<file path="src/rtl/sw_cfg.svh">
`ifndef SW_CFG_SVH
`define SW_CFG_SVH

// sequence lengths in bases
`define SW_REF_LEN      16
`define SW_READ_LEN     16

// signed score width
`define SW_SCORE_W      10

// linear weights
`define SW_MATCH        1
`define SW_MISMATCH     (-4)

// affine gap penalties
`define SW_GAP_OPEN     (-6)
`define SW_GAP_EXTEND   (-1)

`endif
</file>
<file path="src/rtl/sw_pkg.sv">
`default_nettype none
`include "sw_cfg.svh"

package sw_pkg;

    typedef logic [1:0] base_t;

    typedef logic signed [`SW_SCORE_W-1:0] score_t;

    // column index, also wide enough to count the whole sweep
    typedef logic [$clog2(`SW_REF_LEN + `SW_READ_LEN)-1:0] ref_idx_t;
    typedef logic [$clog2(`SW_READ_LEN)-1:0] read_idx_t;

    // base 0 lands in the most significant pair
    typedef base_t [0:`SW_REF_LEN-1] ref_seq_t;
    typedef base_t [0:`SW_READ_LEN-1] read_seq_t;

    typedef struct packed {
        ref_seq_t  ref_seq;
        read_seq_t read_seq;
    } sw_job_t;

    typedef struct packed {
        score_t align;
        score_t ins;
        score_t del;
    } sw_tracks_t;

    typedef struct packed {
        score_t    score;
        read_idx_t row;
        ref_idx_t  col;
    } sw_result_t;

endpackage

`default_nettype wire

</file>
<file path="src/rtl/sw_best_select.sv">
`default_nettype none
`timescale 1ns/1ps
`include "sw_cfg.svh"

module sw_best_select (
    input  wire logic              clk,
    input  wire logic              rst,
    input  wire logic              i_clear,
    input  wire logic              i_scan_en,
    input  wire sw_pkg::read_idx_t i_scan_row,
    input  wire sw_pkg::score_t    i_row_best [`SW_READ_LEN],
    input  wire sw_pkg::ref_idx_t  i_row_col [`SW_READ_LEN],
    output sw_pkg::sw_result_t     o_best
);
    import sw_pkg::*;

    score_t   cand_score;
    ref_idx_t cand_col;

    // row under test this cycle
    assign cand_score = i_row_best[i_scan_row];
    assign cand_col   = i_row_col[i_scan_row];

    // smallest row wins a tie, nothing positive leaves all zero
    always_ff @(posedge clk or posedge rst) begin
        if (rst) begin
            o_best <= '0;
        end else if (i_clear) begin
            o_best <= '0;
        end else if (i_scan_en && (cand_score > o_best.score)) begin
            o_best.score <= cand_score;
            o_best.row   <= i_scan_row;
            o_best.col   <= cand_col;
        end
    end

endmodule

`default_nettype wire

</file>
<file path="config.mk">
export PLATFORM = sky130hd
export DESIGN_NAME = sw_best_select
export DESIGN_NICKNAME = d
export VERILOG_FILES = /design/src/rtl/sw_pkg.sv /design/src/rtl/sw_best_select.sv
export VERILOG_INCLUDE_DIRS = /design/src /design/src/rtl
export SDC_FILE = /design/constraint.sdc
export NUM_CORES = 1
export LEC_CHECK = 0
export BUFFER_PORTS_ARGS = -buffer_cell sky130_fd_sc_hd__buf_2
export CORE_AREA = 2 2 104 106
export CTS_CLUSTER_SIZE = 20
export DETAILED_ROUTE_END_ITERATION = 7
export DIE_AREA = 0 0 106 108
export GPL_TIMING_DRIVEN = 0
export SETUP_SLACK_MARGIN = 0.05
export SYNTH_ARGS = -nofsm -noshare
export SYNTH_HDL_FRONTEND = slang
export SYNTH_SLANG_ARGS = --single-unit
</file>
<file path="constraint.sdc">
create_clock -name clk -period 5 [get_ports clk]
set_clock_uncertainty 0.2 [all_clocks]
set_input_delay 0.25 -clock clk [delete_from_list [all_inputs] [get_ports clk]]
set_output_delay 0.25 -clock clk [all_outputs]
set_load 0.01 [all_outputs]
</file>
==> metrics <==
status finished, final reports clean; Clock Latency Late Sink 0.25 ns; CP max FO 10; CTS Sinks 19; Worst VDD drop 0.0785 mV; RSZ-0062 raised after global routing false; most common cell after layout, fill and taps aside buf_2; GP Congestion 0.857; reg2reg setup slack 2.46 ns; Yosys warning total 0; Wirelength per Cell 18.9 um; Area Growth Syn to Fin 52.7%; initial antenna violation count 2; leak pwr 2.19 nW; Final Hold Fails 0; largest net degree at the start of global routing 20; Area after DPL 4410 um2; Routed Antenna Nets 0; post-DP HPWL 11100 um; hold path cells 3; Seq/Total Area, Yosys 16.2%; minimum clock period after layout 3.68 ns; Fmax 0.271 GHz; number of max-cap violations 0; number of global-route vias before repair 3714; via density per instance 5.22; synthesized area per cell 11.5 um2; cts bufs inserted 3; Reg with most FFs o_best; DR vias 3444; Syn Nets 513; # IOs 267; port bufs 262; clock buffer depth 2; crit-path cells buf_2 > clkbuf_1 > mux4_2 > a22oi_1 > nand2_1 > ha_1 > nand4_2 > o311ai_2 > nor2_1 > nand2_1 > o21ai_0; DRC Markers 0; GRT Total Usage 21.3%; row cnt 37; post_cts resized 0; Place WS 0.942 ns; TritonRoute pass-1 iters 4; prevailing post-synth register cell dfrtp_1; Synth Register Bits 19; worst slew pin tran 0.819 ns; biggest regs o_best: 19 flops; Final setup viols 0; post-route setup slack 1.32 ns; post-synth cell types 35; Core Area 10200 um2; Hold/Removal Path Class primary input to flip-flop; DRT Wirelength 12500 um; CTS H-Tree Depth 1; Cell Area, Synth 2930 um2; Power Density 160 nW/um2; layout cells sized above 1 65.5%; Max Slew Vio Count 0; cts hold-fix bufs 1; max incr delay on CP 0.63 ns; Setup Crit Path Kind primary input to flip-flop; full die area 11400 um2; CP max stage cell o311ai_2; most frequent cells in the layout 266 x buf_2, 60 x mux4_2, 21 x nand2_1, 19 x o21ai_0, 19 x dfrtp_1; Horiz. Die Dim 106 um; CP Data Arrival Time 3.60 ns; Gate Count Post-Synth 255; CTS tree done; hold slack 0.149 ns; number of flops mapped to enable cells by yosys 0; first-pass GRT wire length 18900 um; die height 108 um; post-CTS setup buffer count 0; clk slew on worst S/H paths 0.07 ns; most frequent CP cell nand2_1; Slew headroom 45.2%; starting density of the core 28.6%; Final Instance Area 4470 um2; Required @ worst endpoint 4.92 ns; fin nets 781; Final period util 73.7%; CP Launch Type primary input; Worst Reg-to-Reg Cells 7; setup tns final 0 ns; kind of end point of the critical path flip-flop; root buffer cell clkbuf_8; drt initial violations 156; Post-synth ARST share 100%; Overflow after GRT 0; max reg flops 19
Yosys cell counts, drive strengths merged, types with 4 or more instances:
| library cell | instances | area share, % |
|---|---|---|
| mux4 | 60 | 46 |
| nand2 | 21 | 2.7 |
| o21ai | 20 | 3.4 |
| dfrtp | 19 | 16 |
| a22oi | 18 | 4.6 |
| nor2 | 13 | 1.8 |
| clkbuf | 12 | 1.6 |
| inv | 12 | 1.5 |
| buf | 11 | 2.5 |
| ha | 10 | 4.3 |
| nand2b | 9 | 1.9 |
| nand3 | 9 | 1.5 |
| nor2b | 9 | 1.9 |
| a221oi | 6 | 2.0 |
| a22o | 6 | 1.8 |
| a21oi | 4 | 0.68 |
| mux2i | 4 | 1.4 |
per-stage QoR:
step	cells	power [mW]	util [%]
finish	660	0.714	43.7
global placement	653	0.603	43.1
floorplan	255	0.440	-
global route	659	0.771	43.6
CTS	658	0.722	43.6
detailed placement	653	0.617	43.1
critical path: cells and delay by family:
family	cells	cell delay, ns
compound gates	3	1.03
simple gates	4	0.84
buf+inv	2	0.71
fa+ha+maj	1	0.34
mux	1	0.43
final timing paths:
check                                       startpoint                     end
worst max-delay path                     i_scan_row[1]   o_best[0]$_DFFE_PP0P_
worst min-delay path                     i_scan_row[3]   o_best[8]$_DFFE_PP0P_
worst max register to register  o_best[17]$_DFFE_PP0P_   o_best[0]$_DFFE_PP0P_
worst min register to register   o_best[5]$_DFFE_PP0P_   o_best[5]$_DFFE_PP0P_
max in group asynchronous                          rst  o_best[12]$_DFFE_PP0P_
min in group asynchronous                          rst   o_best[6]$_DFFE_PP0P_
final cells by class:
type | count | area [um2]
Buffer | 23 | 119
Timing Repair Buffer | 263 | 1320
Tap cell | 136 | 170
Multi-Input combinational cell | 201 | 2290
Clock buffer | 4 | 45.0
Sequential cell | 19 | 475
Antenna cell | 2 | 5.00
Fill cell | 1005 | 5760
Inverter | 12 | 45.0
per-layer routing:
layer,up-vias,share of wire (%),GRT usage [%]
li1,1589,-,-
met1,1677,40,27.6
met2,162,52,37.6
met3,16,6.6,3.13
met4,0,1.5,5.08
met5,-,0,0
report_power, final:
part	leakage [nW]	switching, mW	internal, mW
Clock	0.0228	0.0472	0.0565
Sequential	0.257	0.0102	0.173
Combinational	1.91	0.201	0.226
Total	2.19	0.258	0.456
cells by family (layout without fill, tap and decap cells):
kind of cell,count (synthesis),count (layout),share of synthesized area [%]
simple gates,67,67,11.3
mux,64,64,47.5
compound gates,60,60,15.0
buf+inv,35,302,5.60
flops,19,19,16.2
fa+ha+maj,10,10,4.28
other cells,0,2,0
No activity file was read; power rests on OpenSTA's default activity.
