--- config.mk ---
export PLATFORM = sky130hd
export DESIGN_NAME = sw_ctrl
export DESIGN_NICKNAME = d
export VERILOG_FILES = /design/src/rtl/sw_pkg.sv /design/src/rtl/sw_ctrl.sv
export VERILOG_INCLUDE_DIRS = /design/src /design/src/rtl
export SDC_FILE = /design/constraint.sdc
export NUM_CORES = 1
export LEC_CHECK = 0
export BUFFER_PORTS_ARGS = -buffer_cell sky130_fd_sc_hd__buf_4
export CAP_MARGIN = 10
export CORE_AREA = 4 4 93 95
export CTS_CLUSTER_DIAMETER = 50
export CTS_CLUSTER_SIZE = 20
export DETAILED_ROUTE_END_ITERATION = 7
export DIE_AREA = 0 0 97 99
export MAX_ROUTING_LAYER = met4
export PLACE_DENSITY = 0.73
export SETUP_SLACK_MARGIN = 0.1
export SYNTH_ARGS = -nofsm -noshare
export SYNTH_HDL_FRONTEND = slang
export SYNTH_SLANG_ARGS = --single-unit
--- constraint.sdc ---
create_clock -name clk -period 5.1 [get_ports clk]
set_input_delay 0.51 -clock clk [delete_from_list [all_inputs] [get_ports clk]]
set_output_delay 0.51 -clock clk [all_outputs]
set_load 0.005 [all_outputs]
--- src/rtl/sw_cfg.svh ---
`ifndef SW_CFG_SVH
`define SW_CFG_SVH

// sequence lengths in bases
`define SW_REF_LEN      16
`define SW_READ_LEN     16

// signed score width
`define SW_SCORE_W      10

// linear weights
`define SW_MATCH        1
`define SW_MISMATCH     (-4)

// affine gap penalties
`define SW_GAP_OPEN     (-6)
`define SW_GAP_EXTEND   (-1)

`endif
--- src/rtl/sw_pkg.sv ---
`default_nettype none
`include "sw_cfg.svh"

package sw_pkg;

    typedef logic [1:0] base_t;

    typedef logic signed [`SW_SCORE_W-1:0] score_t;

    // column index, also wide enough to count the whole sweep
    typedef logic [$clog2(`SW_REF_LEN + `SW_READ_LEN)-1:0] ref_idx_t;
    typedef logic [$clog2(`SW_READ_LEN)-1:0] read_idx_t;

    // base 0 lands in the most significant pair
    typedef base_t [0:`SW_REF_LEN-1] ref_seq_t;
    typedef base_t [0:`SW_READ_LEN-1] read_seq_t;

    typedef struct packed {
        ref_seq_t  ref_seq;
        read_seq_t read_seq;
    } sw_job_t;

    typedef struct packed {
        score_t align;
        score_t ins;
        score_t del;
    } sw_tracks_t;

    typedef struct packed {
        score_t    score;
        read_idx_t row;
        ref_idx_t  col;
    } sw_result_t;

endpackage

`default_nettype wire

--- src/rtl/sw_ctrl.sv ---
`default_nettype none
`timescale 1ns/1ps
`include "sw_cfg.svh"

module sw_ctrl (
    input  wire logic              clk,
    input  wire logic              rst,
    input  wire logic              i_valid,
    input  wire sw_pkg::sw_job_t   i_job,
    input  wire logic              i_ready,
    output logic                   o_ready,
    output logic                   o_clear,
    output logic                   o_sweep_en,
    output sw_pkg::base_t          o_ref_base,
    output sw_pkg::read_seq_t      o_read,
    output sw_pkg::ref_idx_t       o_sweep_cnt,
    output logic                   o_scan_en,
    output sw_pkg::read_idx_t      o_scan_row,
    output logic                   o_done
);
    import sw_pkg::*;

    typedef enum logic [2:0] {ST_IDLE, ST_LOAD, ST_SWEEP, ST_SCAN, ST_DONE} state_t;

    localparam ref_idx_t SWEEP_LAST = ref_idx_t'(`SW_REF_LEN + `SW_READ_LEN - 1);
    localparam ref_idx_t SCAN_LAST  = ref_idx_t'(`SW_READ_LEN - 1);

    state_t   state;
    state_t   state_nx;
    ref_idx_t cnt;
    ref_seq_t ref_shift;

    always_comb begin
        state_nx = state;
        case (state)
            ST_IDLE:  if (i_valid) state_nx = ST_LOAD;
            ST_LOAD:  state_nx = ST_SWEEP;
            ST_SWEEP: if (cnt == SWEEP_LAST) state_nx = ST_SCAN;
            ST_SCAN:  if (cnt == SCAN_LAST) state_nx = ST_DONE;
            ST_DONE:  if (i_ready) state_nx = ST_IDLE;
            default:  state_nx = ST_IDLE;
        endcase
    end

    // shared counter restarts at every state change
    always_ff @(posedge clk or posedge rst) begin
        if (rst) begin
            state <= ST_IDLE;
            cnt   <= '0;
        end else begin
            state <= state_nx;
            if (state_nx != state) begin
                cnt <= '0;
            end else if (state == ST_SWEEP || state == ST_SCAN) begin
                cnt <= cnt + 1'b1;
            end
        end
    end

    // job taken on accept, reference drains head first
    always_ff @(posedge clk) begin
        if (state == ST_IDLE && i_valid) begin
            o_read    <= i_job.read_seq;
            ref_shift <= i_job.ref_seq;
        end else if (state == ST_SWEEP) begin
            ref_shift <= ref_shift << $bits(base_t);
        end
    end

    assign o_ref_base  = ref_shift[0];
    assign o_sweep_cnt = cnt;
    assign o_scan_row  = read_idx_t'(cnt);
    assign o_ready     = (state == ST_IDLE);
    assign o_clear     = (state == ST_IDLE);
    assign o_sweep_en  = (state == ST_SWEEP);
    assign o_scan_en   = (state == ST_SCAN);
    assign o_done      = (state == ST_DONE);

endmodule

`default_nettype wire

==> out/qor.yml, run 1 <==
status:
  status: "complete, no violations"
routing:
  drt_iter0_markers: 44
  drc_errors: 0
  routed_wl_um: 5960
  routedWlPerCell_um: 15.6
  vias_per_cell: 4.65
  firstDrtPassIters: 4
  ant_nets: 0
  vias: 1770
cells_and_area:
  drive_above_1_share_pct: 60.2
  syn2layout_area_growth_pct: 34.4
  fillCellCount: 652
  layout.nets: 345
  antenna_cells: 0
  multi_input_area_sq_um: 763
  fin_util_pct: 53.2
  regArea_sq_mm: 0.00212
  instances_no_fill: 381
sta:
  hold_viol_final: 0
  worst_pin_slew_ps: 957
  grt_setup_unrepaired: "false"
  tns_ps: 0
  drv_slew: 0
  finClkSkew_ps: 7.05
  max_freq_mhz: 366
  worst_slew_margin_rel_pct: 36.2
  fin_hold_ws_ps: 118
  min_period_ps: 2740
  finalSetupViolCount: 0
  finalCritPeriodShare_pct: 53.6
cts:
  cts-hold-fix-buffers: 0
  clkSinkCount: 72
  clkLatencyLatePin_ps: 340
  numCtsBuffers: 9
  h-tree-depth: 3
  cts_setup_buffers: 0
  clk_path_buf_depth: 2
  cts_root_buffer: "clkbuf_8"
  path_clk_slew_ps: 80
  cts_tree: "yes"
  ctsResizeCount: 0
power:
  p_int_mw: 1.57
  clock_power_share_pct: 23.0
  comb_power_share_pct: 29.7
  p_switching_mw: 0.560
  switching_share_pct: 26.2
  pwr-share-seq_pct: 47.3
  p_leak_nw: 1.72
  peakVddDrop_uv: 338
  powerDensity_mw_per_mm2: 520
yosys:
  syn_inst: 163
  ys_warn_count: 0
  synth_nets: 234
  synth_area_leaders: "edfxtp_1 63%, mux2_4 14%, dfrtp_1 6.5%"
  ys_seq_area_share_pct: 69.4
  ys_top_cells_by_count: "64 x edfxtp_1, 28 x mux2_4, 8 x buf_4, 8 x dfrtp_1"
  ys_async_sr_fraction_pct: 11.1
  synth_cell_types: 35
  synth.cell_area_sq_mm: 0.00306
  synth-edff-count: 64
  syn_area_per_cell_sq_um: 18.8
  synth.most_common_cell: "edfxtp_1"
  synth_top_area_share_pct: 62.9
  synth_top_area_cell: "edfxtp_1"
  synthFlopType: "edfxtp_1"
  ys_ff_latch: 72
setup_path:
  regToRegStartpoint: "state[1]"
  slowest_delay_ps: 790
  critPathKind: "reg -> reg"
  endpoint_kind: "flip-flop"
  critPathArrivalTime_ps: 2700
  regToRegSetupSlack_ps: 2360
  critPathRequiredTime_ps: 5070
  crit_chain: "nor3_4 > and2_4 > or2_2"
  crit_slowest_cell: "and2_4"
  r2r_cells: 3
  start_kind: "flip-flop"
  crit_fanout: 63
  timing.rr.end: "ref_shift[11]"
floorplanning:
  die_area_sq_mm: 0.00960
  start_util_pct: 39.6
  row_count: 32
  io_pins: 116
  die_h_um: 99
  coreArea_sq_mm: 0.00773
  dieWidth_um: 97
placement:
  io_buffers: 115
  dp_cells: 365
  dp_hpwl_um: 4260
  gp_congestion: 0.891
hold_path:
  hp-class: "in -> async"
global_route:
  overflow: 0
  first_global_vias: 1798
  track_usage_pct: 13.3
  grt_max_degree: 64
  grt_pass1_wl_um: 9520
  antenna_found_initial: 0
job:
  maxCapViolCount: 0
-- how the worst max path moves through the flow --
stage	startpoint	endpoint	slack, ps	depth (start not counted)
floorplan	state[2]	o_ref_base[0]	3000	6
global placement	state[1]	ref_shift[22]	2390	3
detailed placement	state[1]	ref_shift[24]	2300	3
CTS	state[1]	o_ref_base[1]	2280	3
global route	state[1]	o_ref_base[0]	2110	3
finish	state[1]	ref_shift[11]	2360	3
-- per-layer routing --
metal | GRT usage (%) | vias to the layer above | part of all wire, %
met1 | 16.1 | 847 | 43
met3 | 4.18 | 14 | 7.3
met5 | - | - | 0
met2 | 20.3 | 80 | 48
met4 | 6.16 | 0 | 2.2
li1 | - | 829 | -
-- sequential cells by signal, summed over array words and instances, names as in the netlist --
signal       flops
o_read          32
o_ref_base       2
o_sweep_cnt      5
ref_shift       30
state            3
-- power by group through the flow --
stage | sequential, mW | clock, mW | combinational, mW
finish | 1.01 | 0.490 | 0.635
global route | 1.04 | 0.539 | 0.696
CTS | 1.01 | 0.505 | 0.650
detailed placement | 1.02 | 0 | 0.644
global placement | 1.02 | 0 | 0.627
floorplan | 0.990 | 0 | 0.484
-- cell usage in the layout (no fill, tap or decap) --
master,n
mux2_2,3
o22ai_1,1
nand2_1,4
nand2b_1,1
nor3_4,1
edfxtp_1,64
clkinvlp_4,2
or2_2,1
a21oi_1,1
nor2b_1,2
buf_4,115
inv_1,3
nor3_1,3
xnor2_1,1
dfrtp_1,8
clkbuf_8,9
and2_1,1
or3_1,2
a211oi_1,3
nand2b_2,1
clkinv_4,2
mux2i_1,1
and3_1,4
nand3b_1,1
nor2_1,2
xor2_1,1
and2_4,1
ha_1,3
a221oi_2,2
a21o_1,1
bufinv_16,2
nand3_1,1
clkinv_1,1
and2b_4,1
o21ai_0,2
mux2_4,28
-- cells by family after synthesis --
group	Yosys count	synth area share, %
xor gates and xnor gates	2	0.573
adders and majority gates	3	1.23
AOI/OAI and AO/OA	10	2.66
buffers and inverters	18	5.61
DFF	72	69.4
muxes	32	15.2
and+or+nand+nor	26	5.32
-- final cells by class --
| cell class | instances | area share (%) |
|---|---|---|
| Timing Repair Buffer | 115 | 21.0 |
| Tap cell | 102 | 3.11 |
| Inverter | 3 | 0.274 |
| Sequential cell | 72 | 51.7 |
| Clock inverter | 7 | 2.35 |
| Multi-Input combinational cell | 73 | 18.6 |
| Clock buffer | 9 | 3.02 |
-- metrics by stage --
step                      area (sq um)  total power, mW  setup WS, ps
after floorplan                   3060             1.47          3000
after global routing              4110             2.27          2110
final                             4110             2.13          2360
after CTS                         4110             2.17          2280
after detailed placement          3890             1.67          2300
after global placement            3890             1.64          2390
-- critical path, delay by kind of cell (launching register included) --
family	cells	cell delay (ps)
flops	1	520
simple gates	3	1820
Power figures use the tool's default switching activity.
==> run 2: changes to the inputs <==
==> constraint.sdc (replaced) <==
create_clock -name clk -period 2.6 [get_ports clk]
set_input_delay 0.26 -clock clk [delete_from_list [all_inputs] [get_ports clk]]
set_output_delay 0.26 -clock clk [all_outputs]
set_load 0.005 [all_outputs]
==> run 2 against run 1 <==
First-iteration DRC count fell by 20%. Clock-buffer cell count rose by 1. Cell count is 0.79% higher. Global-route usage is 0.51 points lower. Design area rose by 0.85%. Sequential power is 96% higher. Sequential cell count stayed put. Critical endpoint is now o_sweep_cnt[3].
==> out/qor.yml, run 2 (synthesis gave the netlist of run 1 again) <==
power:
  pwr-share-seq_pct: 47.0  # -0.3 points
  powerDensity_mw_per_mm2: 1020  # +96%
  p_int_mw: 3.11  # +98%
  p_switching_mw: 1.11  # +98%
  p_leak_nw: 1.74  # +1.2%
  peakVddDrop_uv: 590  # +74%
  comb_power_share_pct: 30.1  # +0.4 points
  clock_power_share_pct: 22.9  # about the same
  switching_share_pct: 26.3  # +0.060 points
sta:
  max_freq_mhz: 507  # +39%
  tns_ps: 0  # unchanged
  finalCritPeriodShare_pct: 75.9  # +22 points
  drv_slew: 0  # unchanged
  grt_setup_unrepaired: "false"
  worst_slew_margin_rel_pct: 54.6  # +18 points
  min_period_ps: 1970  # -762 ps
  worst_pin_slew_ps: 675  # -282 ps
  finClkSkew_ps: 5.83  # -1.22 ps
  hold_viol_final: 0  # unchanged
  finalSetupViolCount: 0  # unchanged
cells_and_area:
  layout.nets: 348  # +0.87%
  final_common_cell: "buf_4"
  antenna_cells: 0  # unchanged
  final_cell_mix: "116 x buf_4, 64 x edfxtp_1, 28 x mux2_4"
  largest_reg_flops: 32  # unchanged
  regMostFlops: "o_read"
  final_cell_area_sq_mm: 0.00414  # +0.85%
  fillCellCount: 651  # -0.15%
  syn2layout_area_growth_pct: 35.5
  drive_above_1_share_pct: 60.3  # +0.069 points
floorplanning:
  io_pins: 116  # unchanged
  die_h_um: 99  # unchanged
  coreArea_sq_mm: 0.00773  # unchanged
  start_util_pct: 39.6  # unchanged
  die_area_sq_mm: 0.00960  # unchanged
  row_count: 32  # unchanged
  dieWidth_um: 97  # unchanged
routing:
  routed_wl_um: 5910  # -0.84%
  drt_iter0_markers: 35  # -20%
  drc_errors: 0  # unchanged
  firstDrtPassIters: 4  # unchanged
  vias_per_cell: 4.58  # -1.4%
  ant_nets: 0  # unchanged
  routedWlPerCell_um: 15.4  # -1.6%
  vias: 1759  # -0.62%
cts:
  h-tree-depth: 3  # unchanged
  clk_path_buf_depth: 2  # unchanged
  path_clk_slew_ps: 80  # about the same
  cts_tree: "yes"
  numCtsBuffers: 9  # unchanged
  cts_root_buffer: "clkbuf_8"
  clkLatencyLatePin_ps: 330  # about the same
  clkSinkCount: 72  # unchanged
  ctsResizeCount: 0  # unchanged
status:
  status: "complete, no violations"
setup_path:
  critPathRequiredTime_ps: 2840  # -2230 ps
  regToRegStartpoint: "o_sweep_cnt[0]"
  crit_fanout: 5  # -92%
  critPathArrivalTime_ps: 2220  # -480 ps
  start_kind: "flip-flop"
  endpoint_kind: "flip-flop"
  critPathKind: "reg -> reg"
  critPathLaunch: "o_sweep_cnt[0]"
global_route:
  track_usage_pct: 12.8  # -0.51 points
  grt_pass1_wl_um: 9340  # -1.8%
  antenna_found_initial: 0  # unchanged
  first_global_vias: 1799  # +0.056%
  grt_max_degree: 63  # -1.6%
  overflow: 0  # unchanged
hold_path:
  min_from: "i_job[9]"
  hp-class: "in -> reg"
placement:
  gp_congestion: 0.807  # -9.5%
  io_buffers: 115  # unchanged
  dp_hpwl_um: 4210  # -1.1%
  placed_area_sq_mm: 0.00392  # +0.71%
job:
  maxCapViolCount: 0  # unchanged
[run 2: path summary, 6_finish.rpt]
path,slack (ps),cells after the start,endpoint
max reg2reg,630,6,o_sweep_cnt[3]
min,100,1,o_read[9]
max in group asynchronous,1900,3,state[0]
max,630,6,o_sweep_cnt[3]
min reg2reg,550,1,ref_shift[9]
min in group asynchronous,450,3,o_sweep_cnt[4]
[run 2: layout make-up]
class / instances / area, sq um / area share (%)
inverters: 3 / 11.3 / 0.272
flip-flops and latches: 72 / 2120 / 51.2
repair buffers: 118 / 901 / 21.7
well taps: 102 / 128 / 3.08
multi-input cells: 73 / 763 / 18.4
clock inverters: 6 / 90.1 / 2.17
clock buffers: 10 / 128 / 3.08
[run 2: per-layer routing]
metal | vias to the layer above | GRT usage (%) | part of all wire [%]
li1 | 833 | - | -
met5 | - | - | 0
met1 | 845 | 16.0 | 43
met3 | 7 | 4.10 | 7.1
met4 | 0 | 4.54 | 1.1
met2 | 74 | 19.5 | 49
[run 2: per-stage QoR]
stage	utilization [%]	total power [mW]	setup WS, ps	hold WS, ps	std cells
3_5_place_dp	50.7	3.29	630	242	367
3_3_place_gp	50.7	3.25	673	240	367
5_1_grt	53.6	4.47	531	70.3	384
4_1_cts	53.6	4.28	621	79.0	384
6_report	53.6	4.22	627	99.9	384
2_1_floorplan	-	2.89	504	75.7	163
[run 2: repair_timing]
item,4_1_cts,5_1_grt
setup buffers,0,0
hold endpoints to repair,8,0
hold buffers,1,0
[run 2: power groups by stage]
stage	Clock, mW	Combinational (mW)	Sequential, mW
finish	0.967	1.27	1.98
global route	1.06	1.39	2.03
CTS	0.996	1.29	1.99
detailed placement	0	1.28	2.01
global placement	0	1.25	2.00
floorplan	0	0.949	1.94
[run 2: critical path, cell delays in order (launching register included)]
cell and delay [ps]:
dfrtp_1 450, ha_1 250, and3_1 220, ha_1 240, nand2b_1 160, a21o_1 270
a221oi_2 290
